### src/brisc_isa_pkg.sv
package brisc_isa_pkg;

  // Data path and address width
  parameter int XLEN = 32;

  // 8 architectural registers
  parameter int REG_BITS = 3;

  typedef enum logic [3:0] {
    ADD  = 4'd0,
    SUB  = 4'd1,
    AND  = 4'd2,
    OR   = 4'd3,
    XOR  = 4'd4,
    SLT  = 4'd5,
    SLTU = 4'd6,
    SLL  = 4'd7,
    SRL  = 4'd8,
    SRA  = 4'd9
  } alu_ctrl_e;

  // First ALU operand
  typedef enum logic {
    FROM_RS1 = 1'b0,
    FROM_PC  = 1'b1
  } alu_src1_e;

  // Second ALU operand
  typedef enum logic {
    FROM_RS2 = 1'b0,
    FROM_IMM = 1'b1
  } alu_src2_e;

endpackage

### src/brisc_pipe_pkg.sv
package brisc_pipe_pkg;

  // Writeback source, FROM_CACHE marks a load
  typedef enum logic [1:0] {
    FROM_ALU   = 2'd0,
    FROM_CACHE = 2'd1,
    FROM_PC4   = 2'd2
  } result_src_e;

  // Next PC, sequential or redirect from execute
  typedef enum logic {
    FROM_F = 1'b0,
    FROM_E = 1'b1
  } pc_src_e;

  typedef enum logic [1:0] {
    B = 2'd0,
    H = 2'd1,
    W = 2'd2
  } data_size_e;

  typedef enum logic [1:0] {
    NO_XCPT       = 2'd0,
    MEM_UNALIGNED = 2'd1,
    ADDR_INVALID  = 2'd2
  } xcpt_e;

endpackage

### src/alu.sv
`timescale 1ns/100ps

module alu (
  input  logic [brisc_isa_pkg::XLEN-1:0] src1,
  input  logic [brisc_isa_pkg::XLEN-1:0] src2,
  input  brisc_isa_pkg::alu_ctrl_e       ctrl,
  output logic [brisc_isa_pkg::XLEN-1:0] result,
  output logic                           zero
);
  import brisc_isa_pkg::*;

  logic [4:0] shamt;

  assign shamt = src2[4:0];

  always_comb begin
    case (ctrl)
      ADD: begin
        result = src1 + src2;
      end
      SUB: begin
        result = src1 - src2;
      end
      AND: begin
        result = src1 & src2;
      end
      OR: begin
        result = src1 | src2;
      end
      XOR: begin
        result = src1 ^ src2;
      end
      SLT: begin
        result = {{(XLEN-1){1'b0}}, $signed(src1) < $signed(src2)};
      end
      SLTU: begin
        result = {{(XLEN-1){1'b0}}, src1 < src2};
      end
      SLL: begin
        result = src1 << shamt;
      end
      SRL: begin
        result = src1 >> shamt;
      end
      SRA: begin
        result = $signed(src1) >>> shamt;
      end
      default: begin
        result = '0;
        // Only ten of the sixteen encodings exist
        assert ($isunknown(ctrl))
          else $error("alu: undefined opcode %0d", ctrl);
      end
    endcase
  end

  // Branches compare with SUB
  assign zero = (result == '0);

endmodule

### src/branch_resolve.sv
`timescale 1ns/100ps

module branch_resolve (
  input  logic                           clk,
  input  logic                           rst,
  input  logic                           is_branch,
  input  logic                           is_jump,
  input  logic                           zero,
  input  logic                           branch_prediction,
  input  logic [brisc_isa_pkg::XLEN-1:0] pc,
  input  logic [brisc_isa_pkg::XLEN-1:0] imm,
  output brisc_pipe_pkg::pc_src_e        pc_src,
  output logic [brisc_isa_pkg::XLEN-1:0] pc_target,
  output logic                           mispredict
);
  import brisc_pipe_pkg::*;

  logic taken;

  assign taken = (is_branch && zero) || is_jump;
  assign pc_src = taken ? FROM_E : FROM_F;
  assign pc_target = pc + imm;

  always_comb begin
    if (is_branch) begin
      mispredict = taken != branch_prediction;
    end else if (is_jump) begin
      // Jumps are always taken
      mispredict = !branch_prediction;
    end else begin
      mispredict = 1'b0;
    end
  end

  // Decode never marks an instruction as both
  assert property (@(posedge clk) disable iff (rst) !(is_branch && is_jump))
    else $error("branch_resolve: branch and jump set together");

endmodule

### src/regfile.sv
`timescale 1ns/100ps

module regfile (
  input  logic                               clk,
  input  logic                               rst,
  input  logic                               we,
  input  logic [brisc_isa_pkg::REG_BITS-1:0] raddr1,
  input  logic [brisc_isa_pkg::REG_BITS-1:0] raddr2,
  input  logic [brisc_isa_pkg::REG_BITS-1:0] waddr,
  input  logic [brisc_isa_pkg::XLEN-1:0]     wdata,
  output logic [brisc_isa_pkg::XLEN-1:0]     rdata1,
  output logic [brisc_isa_pkg::XLEN-1:0]     rdata2
);
  import brisc_isa_pkg::*;

  localparam int NUM_REGS = 2 ** REG_BITS;

  logic [XLEN-1:0] regs [NUM_REGS];

  always_ff @(posedge clk) begin
    if (rst) begin
      for (int i = 0; i < NUM_REGS; i++) begin
        regs[i] <= '0;
      end
    end else if (we && waddr != '0) begin
      // r0 is never written
      regs[waddr] <= wdata;
    end
  end

  assign rdata1 = regs[raddr1];
  assign rdata2 = regs[raddr2];

endmodule

### src/alu_stage.sv
`timescale 1ns/100ps

module alu_stage #(
  parameter logic [brisc_isa_pkg::XLEN-1:0] DATA_BASE = 32'h0000_1000
) (
  input  logic                               clk,
  input  logic                               rst,
  input  logic                               load,
  input  brisc_isa_pkg::alu_ctrl_e           alu_ctrl_in,
  input  brisc_isa_pkg::alu_src1_e           alu_src1_in,
  input  brisc_isa_pkg::alu_src2_e           alu_src2_in,
  input  logic [brisc_isa_pkg::XLEN-1:0]     rs1_data_in,
  input  logic [brisc_isa_pkg::XLEN-1:0]     rs2_data_in,
  input  logic [brisc_isa_pkg::XLEN-1:0]     imm_in,
  input  logic [brisc_isa_pkg::XLEN-1:0]     pc_in,
  input  logic [brisc_isa_pkg::REG_BITS-1:0] rd_in,
  input  logic                               reg_write_in,
  input  logic                               mem_write_in,
  input  logic                               is_branch_in,
  input  logic                               is_jump_in,
  input  logic                               branch_prediction_in,
  input  brisc_pipe_pkg::result_src_e        result_src_in,
  input  brisc_pipe_pkg::data_size_e         data_size_in,
  output logic [brisc_isa_pkg::XLEN-1:0]     alu_res_out,
  output logic [brisc_isa_pkg::XLEN-1:0]     pc_plus4_out,
  output logic [brisc_isa_pkg::XLEN-1:0]     write_data_out,
  output logic [brisc_isa_pkg::XLEN-1:0]     pc_target_out,
  output brisc_pipe_pkg::pc_src_e            pc_src_out,
  output logic                               mispredict_out,
  output brisc_pipe_pkg::xcpt_e              xcpt_out,
  output logic [brisc_isa_pkg::REG_BITS-1:0] rd_out,
  output logic                               reg_write_out,
  output logic                               mem_write_out,
  output brisc_pipe_pkg::result_src_e        result_src_out
);
  import brisc_isa_pkg::*;
  import brisc_pipe_pkg::*;

  alu_ctrl_e   alu_ctrl_r;
  alu_src1_e   alu_src1_r;
  alu_src2_e   alu_src2_r;
  result_src_e result_src_r;
  data_size_e  data_size_r;
  logic        reg_write_r;
  logic        mem_write_r;
  logic        is_branch_r;
  logic        is_jump_r;
  logic        prediction_r;

  logic [XLEN-1:0]     rs1_data_r;
  logic [XLEN-1:0]     rs2_data_r;
  logic [XLEN-1:0]     imm_r;
  logic [XLEN-1:0]     pc_r;
  logic [REG_BITS-1:0] rd_r;

  logic [XLEN-1:0] src1;
  logic [XLEN-1:0] src2;
  logic            zero;

  always_ff @(posedge clk) begin
    if (rst) begin
      alu_ctrl_r   <= ADD;
      alu_src1_r   <= FROM_RS1;
      alu_src2_r   <= FROM_RS2;
      result_src_r <= FROM_ALU;
      data_size_r  <= W;
      reg_write_r  <= 1'b0;
      mem_write_r  <= 1'b0;
      is_branch_r  <= 1'b0;
      is_jump_r    <= 1'b0;
      prediction_r <= 1'b0;
    end else if (load) begin
      alu_ctrl_r   <= alu_ctrl_in;
      alu_src1_r   <= alu_src1_in;
      alu_src2_r   <= alu_src2_in;
      result_src_r <= result_src_in;
      data_size_r  <= data_size_in;
      reg_write_r  <= reg_write_in;
      mem_write_r  <= mem_write_in;
      is_branch_r  <= is_branch_in;
      is_jump_r    <= is_jump_in;
      prediction_r <= branch_prediction_in;
    end
  end

  always_ff @(posedge clk) begin
    if (load) begin
      rs1_data_r <= rs1_data_in;
      rs2_data_r <= rs2_data_in;
      imm_r      <= imm_in;
      pc_r       <= pc_in;
      rd_r       <= rd_in;
    end
  end

  assign src1 = (alu_src1_r == FROM_PC) ? pc_r : rs1_data_r;
  assign src2 = (alu_src2_r == FROM_IMM) ? imm_r : rs2_data_r;

  alu alu_inst (
    .src1   (src1),
    .src2   (src2),
    .ctrl   (alu_ctrl_r),
    .result (alu_res_out),
    .zero   (zero)
  );

  branch_resolve branch_resolve_inst (
    .clk               (clk),
    .rst               (rst),
    .is_branch         (is_branch_r),
    .is_jump           (is_jump_r),
    .zero              (zero),
    .branch_prediction (prediction_r),
    .pc                (pc_r),
    .imm               (imm_r),
    .pc_src            (pc_src_out),
    .pc_target         (pc_target_out),
    .mispredict        (mispredict_out)
  );

  // Address check for loads and stores
  always_comb begin
    xcpt_out = NO_XCPT;
    if (mem_write_r || result_src_r == FROM_CACHE) begin
      if (data_size_r == W && alu_res_out[1:0] != 2'b00) begin
        xcpt_out = MEM_UNALIGNED;
      end else if (alu_res_out < DATA_BASE) begin
        xcpt_out = ADDR_INVALID;
      end
    end
  end

  assign pc_plus4_out   = pc_r + 32'd4;
  assign write_data_out = rs2_data_r;
  assign rd_out         = rd_r;
  assign reg_write_out  = reg_write_r && (xcpt_out == NO_XCPT);
  assign mem_write_out  = mem_write_r;
  assign result_src_out = result_src_r;

  // Outputs are captured the cycle after load, so loads never come back to back
  assert property (@(posedge clk) disable iff (rst) load |=> !load)
    else $error("alu_stage: load on consecutive cycles");

endmodule

### src/exec_top.sv
`timescale 1ns/100ps

module exec_top #(
  parameter logic [brisc_isa_pkg::XLEN-1:0] DATA_BASE = 32'h0000_1000
) (
  input  logic                               clk,
  input  logic                               rst,
  input  logic                               req,
  output logic                               ack,
  input  brisc_isa_pkg::alu_ctrl_e           alu_ctrl,
  input  brisc_isa_pkg::alu_src1_e           alu_src1,
  input  brisc_isa_pkg::alu_src2_e           alu_src2,
  input  logic [brisc_isa_pkg::REG_BITS-1:0] rs1,
  input  logic [brisc_isa_pkg::REG_BITS-1:0] rs2,
  input  logic [brisc_isa_pkg::REG_BITS-1:0] rd,
  input  logic [brisc_isa_pkg::XLEN-1:0]     imm,
  input  logic [brisc_isa_pkg::XLEN-1:0]     pc,
  input  logic                               reg_write,
  input  brisc_pipe_pkg::result_src_e        result_src,
  input  logic                               mem_write,
  input  brisc_pipe_pkg::data_size_e         data_size,
  input  logic                               is_branch,
  input  logic                               is_jump,
  input  logic                               branch_prediction,
  output logic [brisc_isa_pkg::XLEN-1:0]     result,
  output logic [brisc_isa_pkg::XLEN-1:0]     pc_target,
  output logic [brisc_isa_pkg::XLEN-1:0]     write_data,
  output brisc_pipe_pkg::pc_src_e            pc_src,
  output logic                               mispredict,
  output logic                               mem_we,
  output brisc_pipe_pkg::xcpt_e              xcpt
);
  import brisc_isa_pkg::*;
  import brisc_pipe_pkg::*;

  typedef enum logic [1:0] {
    IDLE,
    EXEC,
    DONE
  } exec_state_e;

  exec_state_e state;
  exec_state_e state_next;
  logic        load;
  logic        we;

  logic [XLEN-1:0]     rs1_data;
  logic [XLEN-1:0]     rs2_data;
  logic [XLEN-1:0]     wb_data;
  logic [XLEN-1:0]     alu_res;
  logic [XLEN-1:0]     pc_plus4;
  logic [XLEN-1:0]     st_write_data;
  logic [XLEN-1:0]     st_pc_target;
  pc_src_e             st_pc_src;
  logic                st_mispredict;
  xcpt_e               st_xcpt;
  logic [REG_BITS-1:0] st_rd;
  logic                st_reg_write;
  logic                st_mem_write;
  result_src_e         st_result_src;

  always_comb begin
    state_next = state;
    case (state)
      IDLE: begin
        if (req) begin
          state_next = EXEC;
        end
      end
      EXEC: begin
        state_next = DONE;
      end
      DONE: begin
        // Hold until the requester lets go
        if (!req) begin
          state_next = IDLE;
        end
      end
      default: begin
        state_next = IDLE;
      end
    endcase
  end

  always_ff @(posedge clk) begin
    if (rst) begin
      state <= IDLE;
    end else begin
      state <= state_next;
    end
  end

  // ack is low in IDLE, so req here is a fresh request
  assign load = (state == IDLE) && req;
  assign ack  = (state == DONE);
  assign we   = (state == EXEC) && st_reg_write;

  assign wb_data = (st_result_src == FROM_PC4) ? pc_plus4 : alu_res;

  regfile regfile_inst (
    .clk    (clk),
    .rst    (rst),
    .we     (we),
    .raddr1 (rs1),
    .raddr2 (rs2),
    .waddr  (st_rd),
    .wdata  (wb_data),
    .rdata1 (rs1_data),
    .rdata2 (rs2_data)
  );

  alu_stage #(
    .DATA_BASE (DATA_BASE)
  ) alu_stage_inst (
    .clk                  (clk),
    .rst                  (rst),
    .load                 (load),
    .alu_ctrl_in          (alu_ctrl),
    .alu_src1_in          (alu_src1),
    .alu_src2_in          (alu_src2),
    .rs1_data_in          (rs1_data),
    .rs2_data_in          (rs2_data),
    .imm_in               (imm),
    .pc_in                (pc),
    .rd_in                (rd),
    .reg_write_in         (reg_write),
    .mem_write_in         (mem_write),
    .is_branch_in         (is_branch),
    .is_jump_in           (is_jump),
    .branch_prediction_in (branch_prediction),
    .result_src_in        (result_src),
    .data_size_in         (data_size),
    .alu_res_out          (alu_res),
    .pc_plus4_out         (pc_plus4),
    .write_data_out       (st_write_data),
    .pc_target_out        (st_pc_target),
    .pc_src_out           (st_pc_src),
    .mispredict_out       (st_mispredict),
    .xcpt_out             (st_xcpt),
    .rd_out               (st_rd),
    .reg_write_out        (st_reg_write),
    .mem_write_out        (st_mem_write),
    .result_src_out       (st_result_src)
  );

  always_ff @(posedge clk) begin
    if (rst) begin
      result     <= '0;
      pc_target  <= '0;
      write_data <= '0;
      pc_src     <= FROM_F;
      mispredict <= 1'b0;
      mem_we     <= 1'b0;
      xcpt       <= NO_XCPT;
    end else if (state == EXEC) begin
      result     <= wb_data;
      pc_target  <= st_pc_target;
      write_data <= st_write_data;
      pc_src     <= st_pc_src;
      mispredict <= st_mispredict;
      mem_we     <= st_mem_write;
      xcpt       <= st_xcpt;
    end
  end

  // Ack only answers a held request
  assert property (@(posedge clk) disable iff (rst) $rose(ack) |-> req)
    else $error("exec_top: ack rose without req");

endmodule

### config.mk
export PLATFORM = sky130hd
export DESIGN_NAME = exec_top
export DESIGN_NICKNAME = d
export VERILOG_FILES = /design/src/brisc_isa_pkg.sv /design/src/brisc_pipe_pkg.sv /design/src/alu.sv /design/src/branch_resolve.sv /design/src/regfile.sv /design/src/alu_stage.sv /design/src/exec_top.sv
export SDC_FILE = /design/constraint.sdc
export NUM_CORES = 1
export LEC_CHECK = 0
export BUFFER_PORTS_ARGS = -buffer_cell sky130_fd_sc_hd__buf_2
export CAP_MARGIN = 20
export CORE_ASPECT_RATIO = 0.9
export CORE_MARGIN = 5
export CORE_UTILIZATION = 45
export CTS_CLUSTER_SIZE = 16
export DETAILED_ROUTE_END_ITERATION = 8
export MAX_ROUTING_LAYER = met4
export PLACE_DENSITY_LB_ADDON = 0.15
export SYNTH_ARGS = -nofsm -noshare
export SYNTH_HDL_FRONTEND = slang
export SYNTH_SLANG_ARGS = --single-unit
### constraint.sdc
create_clock -name clk -period 10.35 [get_ports clk]
set_input_delay 2.07 -clock clk [delete_from_list [all_inputs] [get_ports clk]]
set_output_delay 2.07 -clock clk [all_outputs]
set_load 0.01 [all_outputs]
==> flow_summary.toml, run 1 <==
[run_status]
outcome = "completed"

[floorplan]
dieArea_um2 = 78900
num_rows = 94
coreArea_um2 = 72900
ios = 193
initial_core_util_pct = 45.3
die_h_um = 267
die_w_um = 296

[setup_path]
crit_path_frequent_cell = "buf_4"
r2r_cells = 20
slowest_stage = "a221oi_1"
crit_type = "register to register"
cp_top_family = "compound AO/OA/AOI/OAI gates"
cp-start-kind = "register"
cp.depth = 20
cp_data_arrival_time_ps = 8050
cp_slowest_stage_delay_ps = 950
cp_max_fo = 25
worstPathRequired_ps = 10670
endpoint_kind = "register"
crit_chain = "buf_4, mux2i_4, buf_4, inv_2, ha_1, a21o_1, a31o_2, o41ai_1, o21ai_0, o211ai_1, nor2_1, a221oi_1, nand4_1, nor4_1, buf_4, nand4_1, buf_4, a21oi_2, nand2b_1, buf_12"
path_buf_inv = 6

[synth]
synth_cell_types = 86
synth_top_area_cell = "edfxtp_1"
synth_area_um2 = 33000
ys_seq_area_share_pct = 42.4
syn_area_per_cell_um2 = 10.1
ys_seq_elements = 505
syn_inst = 3264
synth_warnings = 0
yosys-top-cells-area = "edfxtp_1 35%, mux4_2 8.9%, dfxtp_1 7.2%"
synthArstFlopShare_pct = 0
synth_top_area_share_pct = 35.2
yosys_most_used_dff = "edfxtp_1"
synth-edff-count = 387

[cts]
post_cts_resized = 0
cts_made_buffers = 51
path_clk_slew_ps = 60
h-tree-depth = 2
ctsRootBufferMaster = "clkbuf_16"
cts_tree = "done"
clock_path_buffers = 3
cts_setup_buffers = 0
cts_hold_buffers = 0
clock_latency_ps = 610
cts.sinks = 505

[placement]
place.gp.congestion = 1.02
port_buffers = 192
dp_hpwl_um = 107000
place_inst = 4330

[finish]
area_growth_pct = 12.4
stdcell_count = 4428
fillers = 6657
num_antenna_cells = 0
layout-drive-gt1-share_pct = 18.8
final_nets = 3655

[timing]
rsz0062_at_grt = "no"
hold_violations = 0
finalMaxSlewViolations = 0
finalCriticalPeriod_ps = 7730
worst_pin_slew_ps = 1220
slew_headroom_pct = 18.9
setup_viol = 0
fin_skew_ps = 48.3
fmaxAchievable_ghz = 0.129
tns_ps = 0
finalCritPeriodShare_pct = 74.6

[detailed_routing]
vias = 28900
firstDrtPassIters = 8
drt-initial-drc-count = 3723
ant_nets = 0
drc = 0
wl_per_cell_um = 31.8
routed_via_density = 6.53
drt_wl_total_um = 141000

[global_route]
grt_pass1_vias = 28100
antenna_found_initial = 2
grtUsageTotal_pct = 35.9
grt_pass1_wl_um = 201000
grt-ovfl-total = 0
grt_max_degree = 89

[hold_path]
hp-class = "register to register"
min_path_cells = 2

[power]
p_per_area_nw_per_um2 = 178
total_power_w = 0.00661
p_leak_nw = 14.3
vdd_drop_max_uv = 150

[run]
maxCapViolations = 0
[final cells by class]
| type | instances | area [um^2] | area share [%] |
|---|---|---|---|
| Clock buffer | 66 | 1400 | 3.78 |
| Clock inverter | 30 | 375 | 1.01 |
| Inverter | 111 | 422 | 1.14 |
| Multi-Input combinational cell | 2462 | 17900 | 48.3 |
| Sequential cell | 505 | 14000 | 37.7 |
| Tap cell | 960 | 1200 | 3.24 |
| Timing Repair Buffer | 294 | 1800 | 4.86 |
[per-stage QoR]
stage	area (um^2)	hold slack, ps	setup WS, ps	util [%]
floorplan	33100	429	3690	-
detailed placement	35300	442	2690	48.4
finish	37100	452	2620	50.9
global route	37100	476	2460	50.9
global placement	35300	438	2790	48.4
CTS	37100	450	2640	50.9
[power by group]
group | total, W | internal, W | switching (W) | leakage, nW
sequential | 0.00242 | 0.00231 | 0.000108 | 4.86
clock | 0.00194 | 0.00112 | 0.000819 | 0.850
combinational | 0.00226 | 0.000691 | 0.00157 | 8.59
total | 0.00661 | 0.00412 | 0.00249 | 14.3
[path summary, 6_finish.rpt]
check | from | slack [ps] | end
worst max-delay path | alu_stage_inst.alu_src2_r$_SDFFE_PP0P_ | 2620 | regfile_inst.regs[7][15]$_SDFFCE_PN0P_
worst min-delay path | pc_target[9]$_SDFFE_PP0N_ | 450 | pc_target[9]$_SDFFE_PP0N_
worst max register to register | alu_stage_inst.alu_src2_r$_SDFFE_PP0P_ | 2620 | regfile_inst.regs[7][15]$_SDFFCE_PN0P_
worst min register to register | pc_target[9]$_SDFFE_PP0N_ | 450 | pc_target[9]$_SDFFE_PP0N_
[sequential cells by signal (all words and copies together) (netlist names), 3 cells and up]
name,flops
alu_stage_inst.alu_ctrl_r,4
write_data,32
pc_target,32
result,32
alu_stage_inst.imm_r,32
alu_stage_inst.rd_out,3
alu_stage_inst.pc_r,32
alu_stage_inst.write_data_out,32
alu_stage_inst.rs1_data_r,32
regfile_inst.regs,256
[cells in the mapped netlist (11+ instances only)]
| cell | number |
|---|---|
| a2111oi_0 | 12 |
| a211o_1 | 15 |
| a211oi_1 | 30 |
| a21o_1 | 31 |
| a21oi_1 | 244 |
| a221o_1 | 12 |
| a221oi_1 | 26 |
| a22oi_1 | 19 |
| a31oi_1 | 26 |
| and3_1 | 17 |
| buf_1 | 30 |
| buf_2 | 32 |
| clkbuf_1 | 146 |
| dfxtp_1 | 118 |
| edfxtp_1 | 387 |
| ha_1 | 136 |
| inv_1 | 105 |
| mux2_2 | 78 |
| mux2i_1 | 163 |
| mux2i_2 | 11 |
| mux4_2 | 131 |
| nand2_1 | 321 |
| nand2b_1 | 29 |
| nand3_1 | 53 |
| nand4_1 | 20 |
| nor2_1 | 446 |
| nor2b_1 | 21 |
| nor3_1 | 67 |
| nor4_1 | 18 |
| o211ai_1 | 23 |
| o21ai_0 | 122 |
| o21ai_1 | 27 |
| o21bai_1 | 20 |
| o221ai_1 | 16 |
| o22ai_1 | 36 |
| or3_1 | 18 |
| xnor2_1 | 47 |
| xor2_1 | 15 |
[placed cells by master, fill, tap and decap left out, types with 116 or more instances in the layout]
master,count
a21oi_1,243
buf_2,190
dfxtp_1,116
edfxtp_1,387
ha_1,136
mux2i_1,161
mux4_2,131
nand2_1,319
nor2_1,445
o21ai_0,122
[routing by layer]
metal	track usage, %	vias up	wire length (um)
li1	-	12500	-
met1	49.3	14600	58500
met2	55.9	1568	65400
met3	4.43	236	11400
met4	11.7	0	5590
met5	-	-	0
[tightest hold or removal path, stage by stage (launching register included)]
cell and delay (ps):
dfxtp_1 310, nand2_1 50, a21oi_1 50
[logic make-up after synthesis]
logic type / synth area share, %
adders and majority gates: 5.34
AOI/OAI and AO/OA: 15.2
DFF: 42.4
and+or+nand+nor: 14.3
buffers and inverters: 3.99
xor gates and xnor gates: 1.64
muxes: 17.1
other: 0.0114
No activity file was read; power rests on OpenSTA's default activity.
==> run 2: changes to the inputs <==
clock period = 7.8 ns   (was 10.35 ns; I/O delays follow)
==> flow_summary.toml, run 2 (synthesized netlist as in run 1, its figures left out) <==
[global_route]
grtUsageTotal_pct = 36.3
grt_pass1_wl_um = 203000
grt-ovfl-total = 0
grt_max_degree = 121
antenna_found_initial = 5
grt_pass1_vias = 28000

[cts]
clock_latency_ps = 620
cts_setup_buffers = 0
cts_made_buffers = 52
ctsRootBufferMaster = "clkbuf_16"
cts.sinks = 505
clock_path_buffers = 3
post_cts_resized = 0
cts_hold_buffers = 0
cts_tree = "done"
h-tree-depth = 2
path_clk_slew_ps = 60

[floorplan]
ios = 193
dieArea_um2 = 78900
num_rows = 94
coreArea_um2 = 72900
initial_core_util_pct = 45.3
die_h_um = 267
die_w_um = 296

[finish]
final_nets = 3677
layout-drive-gt1-share_pct = 19.3
final_cell_mix = "445 x nor2_1, 387 x edfxtp_1, 319 x nand2_1, 243 x a21oi_1, 190 x buf_2"
multi_input_area_um2 = 17900
area_growth_pct = 13.1
fillers = 6666
top_register = "regfile_inst.regs"
regArea_um2 = 14000
largest_register_ff_count = 256
final_common_cell = "nor2_1"

[timing]
finalCritPeriodShare_pct = 90.7
tns_ps = 0
setup_viol = 0
hold_violations = 0
fin_skew_ps = 31.8
finalCriticalPeriod_ps = 7070
whs_ps = 451
slew_headroom_pct = 19.5
finalMaxSlewViolations = 0
worst_pin_slew_ps = 1190
fmaxAchievable_ghz = 0.141
worst_slack_ps = 726
rsz0062_at_grt = "no"

[detailed_routing]
drt-initial-drc-count = 3837
wl_per_cell_um = 32.0
vias = 29200
routed_via_density = 6.55
ant_nets = 0
firstDrtPassIters = 6
drc = 0
drt_wl_total_um = 143000

[setup_path]
cp_data_arrival_time_ps = 7380
cp_max_fo = 31
cp-start-kind = "register"
crit_type = "register to register"
worstPathRequired_ps = 8110
endpoint_kind = "register"

[placement]
place_ws_ps = 783
dp_hpwl_um = 108000
port_buffers = 192
place.gp.congestion = 1.06

[run]
maxCapViolations = 0

[run_status]
outcome = "completed"

[power]
p_per_area_nw_per_um2 = 235
p_leak_nw = 14.5
vdd_drop_max_uv = 172

[hold_path]
hp-class = "register to register"
run 2: report_power, final:
group | total, W | switching [W] | internal [W]
Combinational | 0.00304 | 0.00209 | 0.000947
Sequential | 0.00321 | 0.000146 | 0.00307
Clock | 0.00252 | 0.00109 | 0.00142
run 2: final cells by class:
type	instances	area share, %
Multi-Input combinational cell	2462	47.9
Clock inverter	29	0.713
Sequential cell	505	37.4
Antenna cell	6	0.0402
Inverter	111	1.13
Timing Repair Buffer	315	5.61
Tap cell	960	3.22
Clock buffer	69	3.90
run 2: path summary, 6_finish.rpt:
path | start | endpoint | depth (start not counted) | slack, ps
max reg2reg | alu_stage_inst.alu_src1_r$_SDFFE_PP0P_ | regfile_inst.regs[7][7]$_SDFFCE_PN0P_ | 17 | 730
min | pc_target[4]$_SDFFE_PP0N_ | pc_target[4]$_SDFFE_PP0N_ | 2 | 450
max | alu_stage_inst.alu_src1_r$_SDFFE_PP0P_ | regfile_inst.regs[7][7]$_SDFFCE_PN0P_ | 17 | 730
min reg2reg | pc_target[4]$_SDFFE_PP0N_ | pc_target[4]$_SDFFE_PP0N_ | 2 | 450
run 2: layer usage:
layer	routed length [um]	global-route usage [%]	share of wire, %	up-vias
met4	5090	10.8	3.6	0
met1	59800	50.6	42	14600
li1	-	-	-	12600
met2	64200	54.8	45	1739
met5	0	-	0	-
met3	13500	6.54	9.4	238
run 2: per-stage QoR:
| step | area [um^2] | utilization [%] | power (W) | instances |
|---|---|---|---|---|
| after floorplan | 33100 | - | 0.00494 | 3295 |
| after global placement | 35600 | 48.8 | 0.00617 | 4350 |
| after detailed placement | 35600 | 48.8 | 0.00618 | 4352 |
| after CTS | 37300 | 51.2 | 0.00867 | 4450 |
| after global routing | 37400 | 51.2 | 0.00904 | 4456 |
| final | 37400 | 51.2 | 0.00877 | 4457 |
run 2: worst max-delay path, cell delays in order (launching register included):
cell	delay, ps
dfxtp_2	640
mux2i_1	670
inv_1	300
ha_1	280
nor2b_1	150
a211oi_1	420
a21oi_1	290
o21ai_0	600
a31oi_1	440
a221oi_1	670
or4_1	200
a32oi_1	150
nor4b_1	540
nand4_1	450
buf_4	350
a21oi_2	260
buf_12	230
nor2_1	80
